<file path="src/hdl/lbPkg.sv">
package lbPkg;

    localparam int SQN_WIDTH = 7;

    typedef logic [SQN_WIDTH-1:0] sqnT;
    typedef logic [SQN_WIDTH-1:0] loadSqnT;
    typedef logic [31:0]          addrT;
    typedef logic [29:0]          wordAddrT;
    typedef logic [1:0]           accSizeT;
    typedef logic [31:0]          pcT;

    localparam accSizeT ACC_BYTE = 2'd0;
    localparam accSizeT ACC_HALF = 2'd1;

    // True when a equals b or comes before it in wraparound order
    function automatic logic isNotOlder(input logic [SQN_WIDTH-1:0] a,
                                        input logic [SQN_WIDTH-1:0] b);
        logic signed [SQN_WIDTH-1:0] diff;
        diff = $signed(a - b);
        return diff <= 0;
    endfunction

    // Byte overlap of a store with a load where both are given as address and size code
    function automatic logic bytesOverlap(input addrT    storeAddr,
                                          input accSizeT storeSize,
                                          input addrT    loadAddr,
                                          input accSizeT loadSize);
        wordAddrT storeWord;
        wordAddrT loadWord;
        logic     laneMatch;
        storeWord = storeAddr[31:2];
        loadWord  = loadAddr[31:2];
        case (storeSize)
            ACC_BYTE: laneMatch = (loadSize > ACC_BYTE) || (loadAddr[1:0] == storeAddr[1:0]);
            ACC_HALF: laneMatch = (loadSize > ACC_HALF) || (loadAddr[1] == storeAddr[1]);
            // A word store covers every byte of the word
            default:  laneMatch = 1'b1;
        endcase
        return (storeWord == loadWord) && laneMatch;
    endfunction

endpackage

</file>
<file path="src/hdl/lbEntryIf.sv">
`timescale 1ns/10ps

// Registered contents of the load table as seen by both store checkers
interface lbEntryIf
    import lbPkg::*;
#(
    parameter int NUM_ENTRIES = 8
) ();

    logic [NUM_ENTRIES-1:0] valid;
    loadSqnT                loadSqN [NUM_ENTRIES];
    addrT                   addr    [NUM_ENTRIES];
    accSizeT                size    [NUM_ENTRIES];

    modport tableSide (
        output valid,
        output loadSqN,
        output addr,
        output size
    );

    modport checkerSide (
        input valid,
        input loadSqN,
        input addr,
        input size
    );

endinterface

</file>
<file path="src/hdl/conflictIf.sv">
`timescale 1ns/10ps

// One store port's conflict result
// The fields count only while hit is set
interface conflictIf
    import lbPkg::*;
();

    logic    hit;
    sqnT     sqN;
    loadSqnT loadSqN;
    pcT      pc;

    modport reporter (
        output hit,
        output sqN,
        output loadSqN,
        output pc
    );

    modport arbiter (
        input hit,
        input sqN,
        input loadSqN,
        input pc
    );

endinterface

</file>
<file path="src/hdl/loadEntryTable.sv">
`timescale 1ns/10ps

module loadEntryTable
    import lbPkg::*;
#(
    parameter int NUM_ENTRIES = 8
) (
    input  logic    clk,
    input  logic    rst,

    input  logic    load0Valid,
    input  loadSqnT load0LoadSqN,
    input  addrT    load0Addr,
    input  accSizeT load0Size,

    input  logic    load1Valid,
    input  loadSqnT load1LoadSqN,
    input  addrT    load1Addr,
    input  accSizeT load1Size,

    input  loadSqnT comLoadSqN,
    input  logic    flushValid,
    input  loadSqnT flushLoadSqN,

    output loadSqnT maxLoadSqN,

    lbEntryIf.tableSide entries
);

    localparam int IDX_W = $clog2(NUM_ENTRIES);
    localparam int TAG_W = SQN_WIDTH - IDX_W;

    // The table is indexed by the low bits of the sequence number
    if (NUM_ENTRIES < 2 || NUM_ENTRIES > 64 || (1 << IDX_W) != NUM_ENTRIES) begin : gSizeCheck
        $error("NUM_ENTRIES must be a power of two between 2 and 64");
    end

    logic [NUM_ENTRIES-1:0] validQ;
    logic [NUM_ENTRIES-1:0] validNext;
    logic [TAG_W-1:0]       tagQ     [NUM_ENTRIES];
    addrT                   addrQ    [NUM_ENTRIES];
    accSizeT                sizeQ    [NUM_ENTRIES];
    loadSqnT                entrySqN [NUM_ENTRIES];

    logic [IDX_W-1:0] load0Idx;
    logic [IDX_W-1:0] load1Idx;
    logic             load0Keep;
    logic             load1Keep;
    loadSqnT          load0Offset;
    loadSqnT          load1Offset;

    assign load0Idx = load0LoadSqN[IDX_W-1:0];
    assign load1Idx = load1LoadSqN[IDX_W-1:0];

    // A load that arrives together with a flush survives only if it is older
    assign load0Keep = load0Valid && !(flushValid && isNotOlder(flushLoadSqN, load0LoadSqN));
    assign load1Keep = load1Valid && !(flushValid && isNotOlder(flushLoadSqN, load1LoadSqN));

    always_comb begin
        for (int i = 0; i < NUM_ENTRIES; i++) begin
            entrySqN[i] = {tagQ[i], IDX_W'(i)};
        end
    end

    // Commit freeing first, then the flush, then the new loads
    always_comb begin
        validNext = validQ;
        for (int i = 0; i < NUM_ENTRIES; i++) begin
            if (!isNotOlder(comLoadSqN, entrySqN[i])) begin
                validNext[i] = 1'b0;
            end
            if (flushValid && isNotOlder(flushLoadSqN, entrySqN[i])) begin
                validNext[i] = 1'b0;
            end
        end
        if (load0Keep) begin
            validNext[load0Idx] = 1'b1;
        end
        if (load1Keep) begin
            validNext[load1Idx] = 1'b1;
        end
    end

    always_ff @(posedge clk) begin
        if (rst) begin
            validQ <= '0;
        end else begin
            validQ <= validNext;
        end
    end

    // Payload is written even for a dropped load whose valid bit stays clear
    always_ff @(posedge clk) begin
        if (load0Valid) begin
            tagQ[load0Idx]  <= load0LoadSqN[SQN_WIDTH-1:IDX_W];
            addrQ[load0Idx] <= load0Addr;
            sizeQ[load0Idx] <= load0Size;
        end
        if (load1Valid) begin
            tagQ[load1Idx]  <= load1LoadSqN[SQN_WIDTH-1:IDX_W];
            addrQ[load1Idx] <= load1Addr;
            sizeQ[load1Idx] <= load1Size;
        end
    end

    // Youngest load number that still fits lags the commit pointer by one cycle
    always_ff @(posedge clk) begin
        maxLoadSqN <= comLoadSqN + loadSqnT'(NUM_ENTRIES - 1);
    end

    assign entries.valid   = validQ;
    assign entries.loadSqN = entrySqN;
    assign entries.addr    = addrQ;
    assign entries.size    = sizeQ;

    assign load0Offset = load0LoadSqN - comLoadSqN;
    assign load1Offset = load1LoadSqN - comLoadSqN;

    // Rename must never hand out a load number outside the free window
    property pInWindow(logic valid, loadSqnT offset);
        @(posedge clk) disable iff (rst)
            valid |-> (offset < NUM_ENTRIES);
    endproperty

    aLoad0InWindow: assert property (pInWindow(load0Valid, load0Offset))
        else $error("Port 0 load %h outside window at %h", load0LoadSqN, comLoadSqN);
    aLoad1InWindow: assert property (pInWindow(load1Valid, load1Offset))
        else $error("Port 1 load %h outside window at %h", load1LoadSqN, comLoadSqN);

endmodule

</file>
<file path="src/hdl/storeConflictCheck.sv">
`timescale 1ns/10ps

module storeConflictCheck
    import lbPkg::*;
#(
    parameter int NUM_ENTRIES = 8
) (
    input  logic    storeValid,
    input  sqnT     storeSqN,
    input  loadSqnT storeLoadSqN,
    input  addrT    storeAddr,
    input  accSizeT storeSize,
    input  pcT      storePc,

    lbEntryIf.checkerSide entries,
    conflictIf.reporter   report
);

    logic [NUM_ENTRIES-1:0] younger;
    logic [NUM_ENTRIES-1:0] overlap;
    logic [NUM_ENTRIES-1:0] match;

    // Only loads at or after the store's load number can have read stale data
    always_comb begin
        for (int i = 0; i < NUM_ENTRIES; i++) begin
            younger[i] = isNotOlder(storeLoadSqN, entries.loadSqN[i]);
            overlap[i] = bytesOverlap(storeAddr, storeSize, entries.addr[i], entries.size[i]);
            match[i]   = entries.valid[i] && younger[i] && overlap[i];
        end
    end

    // Order among the matching loads does not matter because the rollback goes to the store
    assign report.hit     = storeValid && (|match);
    assign report.sqN     = storeSqN;
    assign report.loadSqN = storeLoadSqN;
    assign report.pc      = storePc;

endmodule

</file>
<file path="src/hdl/rollbackArbiter.sv">
`timescale 1ns/10ps

module rollbackArbiter
    import lbPkg::*;
(
    input  logic    clk,
    input  logic    rst,

    conflictIf.arbiter port0,
    conflictIf.arbiter port1,

    output logic    rollbackValid,
    output sqnT     rollbackSqN,
    output loadSqnT rollbackLoadSqN,
    output pcT      rollbackPc
);

    logic    anyHit;
    logic    pickPort1;
    sqnT     selSqN;
    loadSqnT selLoadSqN;
    pcT      selPc;

    assign anyHit = port0.hit || port1.hit;

    // Port 1 wins only when it alone hits or its store is strictly older
    assign pickPort1 = port1.hit && (!port0.hit || !isNotOlder(port0.sqN, port1.sqN));

    always_comb begin
        if (pickPort1) begin
            selSqN     = port1.sqN;
            selLoadSqN = port1.loadSqN;
            selPc      = port1.pc;
        end else begin
            selSqN     = port0.sqN;
            selLoadSqN = port0.loadSqN;
            selPc      = port0.pc;
        end
    end

    always_ff @(posedge clk) begin
        if (rst) begin
            rollbackValid <= 1'b0;
        end else begin
            rollbackValid <= anyHit;
        end
    end

    // Fetch restarts at the instruction after the store
    always_ff @(posedge clk) begin
        rollbackSqN     <= selSqN;
        rollbackLoadSqN <= selLoadSqN;
        rollbackPc      <= selPc + pcT'(4);
    end

    // Two stores in one cycle are distinct instructions and cannot share an age
    aDistinctStores: assert property (
        @(posedge clk) disable iff (rst)
            (port0.hit && port1.hit) |-> (port0.sqN != port1.sqN)
    ) else $error("Both ports hit with store sequence number %h", port0.sqN);

endmodule

</file>
<file path="src/hdl/loadBuffer.sv">
`timescale 1ns/10ps

module loadBuffer
    import lbPkg::*;
#(
    parameter int NUM_ENTRIES = 8
) (
    input  logic    clk,
    input  logic    rst,

    input  logic    store0Valid,
    input  sqnT     store0SqN,
    input  loadSqnT store0LoadSqN,
    input  addrT    store0Addr,
    input  accSizeT store0Size,
    input  pcT      store0Pc,

    input  logic    store1Valid,
    input  sqnT     store1SqN,
    input  loadSqnT store1LoadSqN,
    input  addrT    store1Addr,
    input  accSizeT store1Size,
    input  pcT      store1Pc,

    input  logic    load0Valid,
    input  loadSqnT load0LoadSqN,
    input  addrT    load0Addr,
    input  accSizeT load0Size,

    input  logic    load1Valid,
    input  loadSqnT load1LoadSqN,
    input  addrT    load1Addr,
    input  accSizeT load1Size,

    input  loadSqnT comLoadSqN,
    input  logic    flushValid,
    input  loadSqnT flushLoadSqN,

    output logic    rollbackValid,
    output sqnT     rollbackSqN,
    output loadSqnT rollbackLoadSqN,
    output pcT      rollbackPc,
    output loadSqnT maxLoadSqN
);

    lbEntryIf #(.NUM_ENTRIES(NUM_ENTRIES)) entryBus ();
    conflictIf port0Report ();
    conflictIf port1Report ();

    loadEntryTable #(.NUM_ENTRIES(NUM_ENTRIES)) entryTable (
        .clk, .rst,
        .load0Valid, .load0LoadSqN, .load0Addr, .load0Size,
        .load1Valid, .load1LoadSqN, .load1Addr, .load1Size,
        .comLoadSqN, .flushValid, .flushLoadSqN,
        .maxLoadSqN,
        .entries(entryBus.tableSide)
    );

    storeConflictCheck #(.NUM_ENTRIES(NUM_ENTRIES)) port0Check (
        .storeValid(store0Valid), .storeSqN(store0SqN), .storeLoadSqN(store0LoadSqN),
        .storeAddr(store0Addr), .storeSize(store0Size), .storePc(store0Pc),
        .entries(entryBus.checkerSide),
        .report(port0Report.reporter)
    );

    storeConflictCheck #(.NUM_ENTRIES(NUM_ENTRIES)) port1Check (
        .storeValid(store1Valid), .storeSqN(store1SqN), .storeLoadSqN(store1LoadSqN),
        .storeAddr(store1Addr), .storeSize(store1Size), .storePc(store1Pc),
        .entries(entryBus.checkerSide),
        .report(port1Report.reporter)
    );

    rollbackArbiter arbiter (
        .clk, .rst,
        .port0(port0Report.arbiter),
        .port1(port1Report.arbiter),
        .rollbackValid, .rollbackSqN, .rollbackLoadSqN, .rollbackPc
    );

endmodule

</file>
<file path="config.mk">
export PLATFORM = sky130hd
export DESIGN_NAME = loadBuffer
export DESIGN_NICKNAME = d
export VERILOG_FILES = /design/src/hdl/lbPkg.sv /design/src/hdl/lbEntryIf.sv /design/src/hdl/conflictIf.sv /design/src/hdl/loadEntryTable.sv /design/src/hdl/storeConflictCheck.sv /design/src/hdl/rollbackArbiter.sv /design/src/hdl/loadBuffer.sv
export SDC_FILE = /design/constraint.sdc
export NUM_CORES = 1
export LEC_CHECK = 0
export BUFFER_PORTS_ARGS = -buffer_cell sky130_fd_sc_hd__buf_2
export CAP_MARGIN = 20
export CORE_MARGIN = 2
export CORE_UTILIZATION = 60
export DETAILED_ROUTE_END_ITERATION = 8
export PLACE_DENSITY = 0.89
export SKIP_CTS_REPAIR_TIMING = 1
export SLEW_MARGIN = 20
export SYNTH_ARGS = -nofsm -noshare
export SYNTH_HDL_FRONTEND = slang
export SYNTH_SLANG_ARGS = --single-unit
export TNS_END_PERCENT = 30
</file>
<file path="constraint.sdc">
create_clock -name clk -period 12 [get_ports clk]
set_clock_uncertainty 0.1 [all_clocks]
set_input_delay 3 -clock clk [delete_from_list [all_inputs] [get_ports clk]]
set_output_delay 3 -clock clk [all_outputs]
set_load 0.005 [all_outputs]
</file>
==> impl_metrics.ini <==
[cells_and_area]
layout.nets = 4057
final_cell_mix = xnor2_1 (414), dfxtp_1 (334), buf_2 (316)
area.growth.synth_to_final_pct = 10.74
final_common_cell = xnor2_1
drive_above_1_share_pct = 12.79

[setup_path]
crit_buf_inv = 1
cp-start-kind = input port
cp_slowest_cell = a2111oi_0
cp.required_ns = 12.35
path_cells = buf_2, ha_1, a31oi_1, o21ai_0, xnor2_1, a31oi_1, nor3_1, a2111oi_0, a41o_1, o211ai_1, mux2_2, ha_1, nand2_1, nor2_1, and3_1, and3_1, and2_1, nand2_1, xor2_1, mux2i_1
crit_type = input port to register
endpoint_kind = register
cp.arrival_ns = 8.76
cpPeakStageDelay_ns = 1.01
cp_top_family = compound AO/OA/AOI/OAI gates
crit_fanout = 10

[clock_tree]
cts_buffer_depth = 3
h-tree-depth = 2
root_buffer = clkbuf_16
numClockSinks = 366
cts_tree = built
cts_inserted_buffers = 43
clk_latency_ns = 0.61
clk_pin_slew_ns = 0.06

[timing]
fmax_mhz = 119.0
slew_violations = 0
setup_viol = 0
min_period_ns = 8.406
tightest_slew_ns = 1.271
post-route-period-util_pct = 70.05
whs_ns = 0.4799
fin_tns_setup_ns = 0
relSlewSlack_pct = 14.61
hold_viol_final = 0
rsz0062_at_grt = no

[place]
dp_hpwl_microns = 111500
port_buffers = 316
place.gp.congestion = 1.226

[power_and_ir_drop]
power.leakage_uw = 0.01332
vdd_drop_max_v = 0.0001343
total_power_uw = 5093
powerDensity_nw_per_um2 = 158.6

[grt]
grt_pass1_vias = 28600
grt_pass1_wl_microns = 201600
grt_usage_pct = 56.01
overflow = 0
antenna_found_initial = 13
grt_max_degree = 78

[routing]
post_drt_wl_per_cell_microns = 33.48
postRouteAntennaNets = 0
drtIter0Drc = 4795
drc = 0
routed_wl_microns = 144300
vias_per_cell = 7.074
firstDrtPassIters = 7
vias = 30490

[floorplan]
core_sq_um = 47750
die_x_microns = 223.9
start_util_pct = 60.75
ios = 317
die_h_microns = 223.9
num_rows = 80
fp.dieArea_sq_um = 50120

[run_status]
status = complete, no violations

[synthesis]
syn-num-nets = 3930
syn_avg_cell_area_sq_um = 8.231
ys.flop_type = dfxtp_1
netlist_area_sq_um = 29010
yosys_register_bits = 366
synth_cell_types = 72
async_reset_ff_share_pct = 0
syn_inst = 3524
synth_edf_count = 32
yosysSeqAreaShare_pct = 26.36
yosys_warnings = 0

[job]
maxCapViolations = 0

[hold_path]
hp-class = register to register
-- where the power goes --
| part | internal [uW] | switching, uW | leakage, uW |
|---|---|---|---|
| Combinational | 630 | 1170 | 0.00949 |
| Clock | 841 | 594 | 0.000731 |
| Sequential | 1470 | 389 | 0.00310 |
-- Yosys cell counts (17+ instances only) --
library cell	number	area [sq um]
nor3_1	64	320.3
nor4_1	84	525.5
nand2b_1	55	344.1
buf_2	21	105.1
xor2_1	255	2233
nand2_1	286	1074
mux2i_1	309	3093
a31oi_1	21	131.4
buf_1	51	191.4
ha_1	139	1739
edfxtp_1	32	960.9
inv_1	94	352.8
nor2b_1	20	125.1
clkbuf_1	172	645.6
and3_1	25	156.4
xnor2_1	415	3635
a21oi_1	208	1041
a2111oi_0	17	148.9
nand3_1	85	425.4
nor2_1	215	807.0
o21ai_0	212	1061
dfxtp_1	334	6686
or4_1	17	127.6
nand4_1	139	869.6
-- area by class of cell --
cell class,instances,area [sq um]
antenna,12,30.03
clock buffer,56,1236
clock inverter,22,284.0
fill,3694,15620
inverter,94,352.8
multi-input combinational,2806,20040
sequential,366,7647
tap,615,769.5
timing repair buffer,340,1762
-- logic make-up (layout without fill, tap and decap cells) --
logic type,Yosys count,count (layout),synth area share [%]
simple gates,1063,1063,18.40
xor+xnor,670,670,20.23
compound gates,597,597,12.16
flops,366,366,26.36
buf+inv,352,512,4.861
mux,333,333,11.71
fa+ha+maj,143,143,6.272
other cells,0,12,0
-- metrics by stage --
stage          std cells  setup slack, ns  cell area (sq um)  util (%)
6_report            4311            3.594              32120     67.28
5_1_grt             4306            3.528              32110     67.25
4_1_cts             4299            3.846              32070     67.16
3_5_place_dp        4221            3.301              30550     63.98
3_3_place_gp        4221            3.594              30550     63.98
2_1_floorplan       3524            4.707              29010         -
-- registers in the layout, summed over array words and instances, names as in the netlist --
name	count
entryTable.entries.addr	256
arbiter.rollbackPc	32
entryTable.maxLoadSqN	7
entryTable.tagQ	32
arbiter.rollbackSqN	7
entryTable.entries.valid	8
arbiter.rollbackLoadSqN	7
arbiter.rollbackValid	1
entryTable.entries.size	16
-- path summary, 6_finish.rpt --
check / start / end / slack, ns / cells after the start
min: entryTable.entries.addr[160] / entryTable.entries.addr[160] / 0.48 / 2
min reg2reg: entryTable.entries.addr[160] / entryTable.entries.addr[160] / 0.48 / 2
max reg2reg: entryTable.tagQ[6][0] / arbiter.rollbackPc[24] / 5.54 / 20
max: store0LoadSqN[3] / arbiter.rollbackPc[24] / 3.59 / 20
-- worst reg2reg max path: stages (launching register included) --
cell and delay [ns]:
edfxtp_1 0.36, inv_1 0.29, ha_1 0.34, a31oi_1 0.26, o21ai_0 0.16, xnor2_1 0.15
a31oi_1 0.48, nor3_1 0.18, a2111oi_0 1.01, a41o_1 0.31, o211ai_1 0.41, mux2_2 0.40
ha_1 0.34, nand2_1 0.12, nor2_1 0.30, and3_1 0.30, and3_1 0.21, and2_1 0.23
nand2_1 0.09, xor2_1 0.19, mux2i_1 0.11
-- routing by layer --
layer / GRT usage (%) / wire length (microns)
met5: 0.7820 / 23
met3: 18.15 / 20140
met4: 50.82 / 16430
met1: 64.88 / 49170
met2: 82.19 / 58580
No activity file was read; power rests on OpenSTA's default activity.
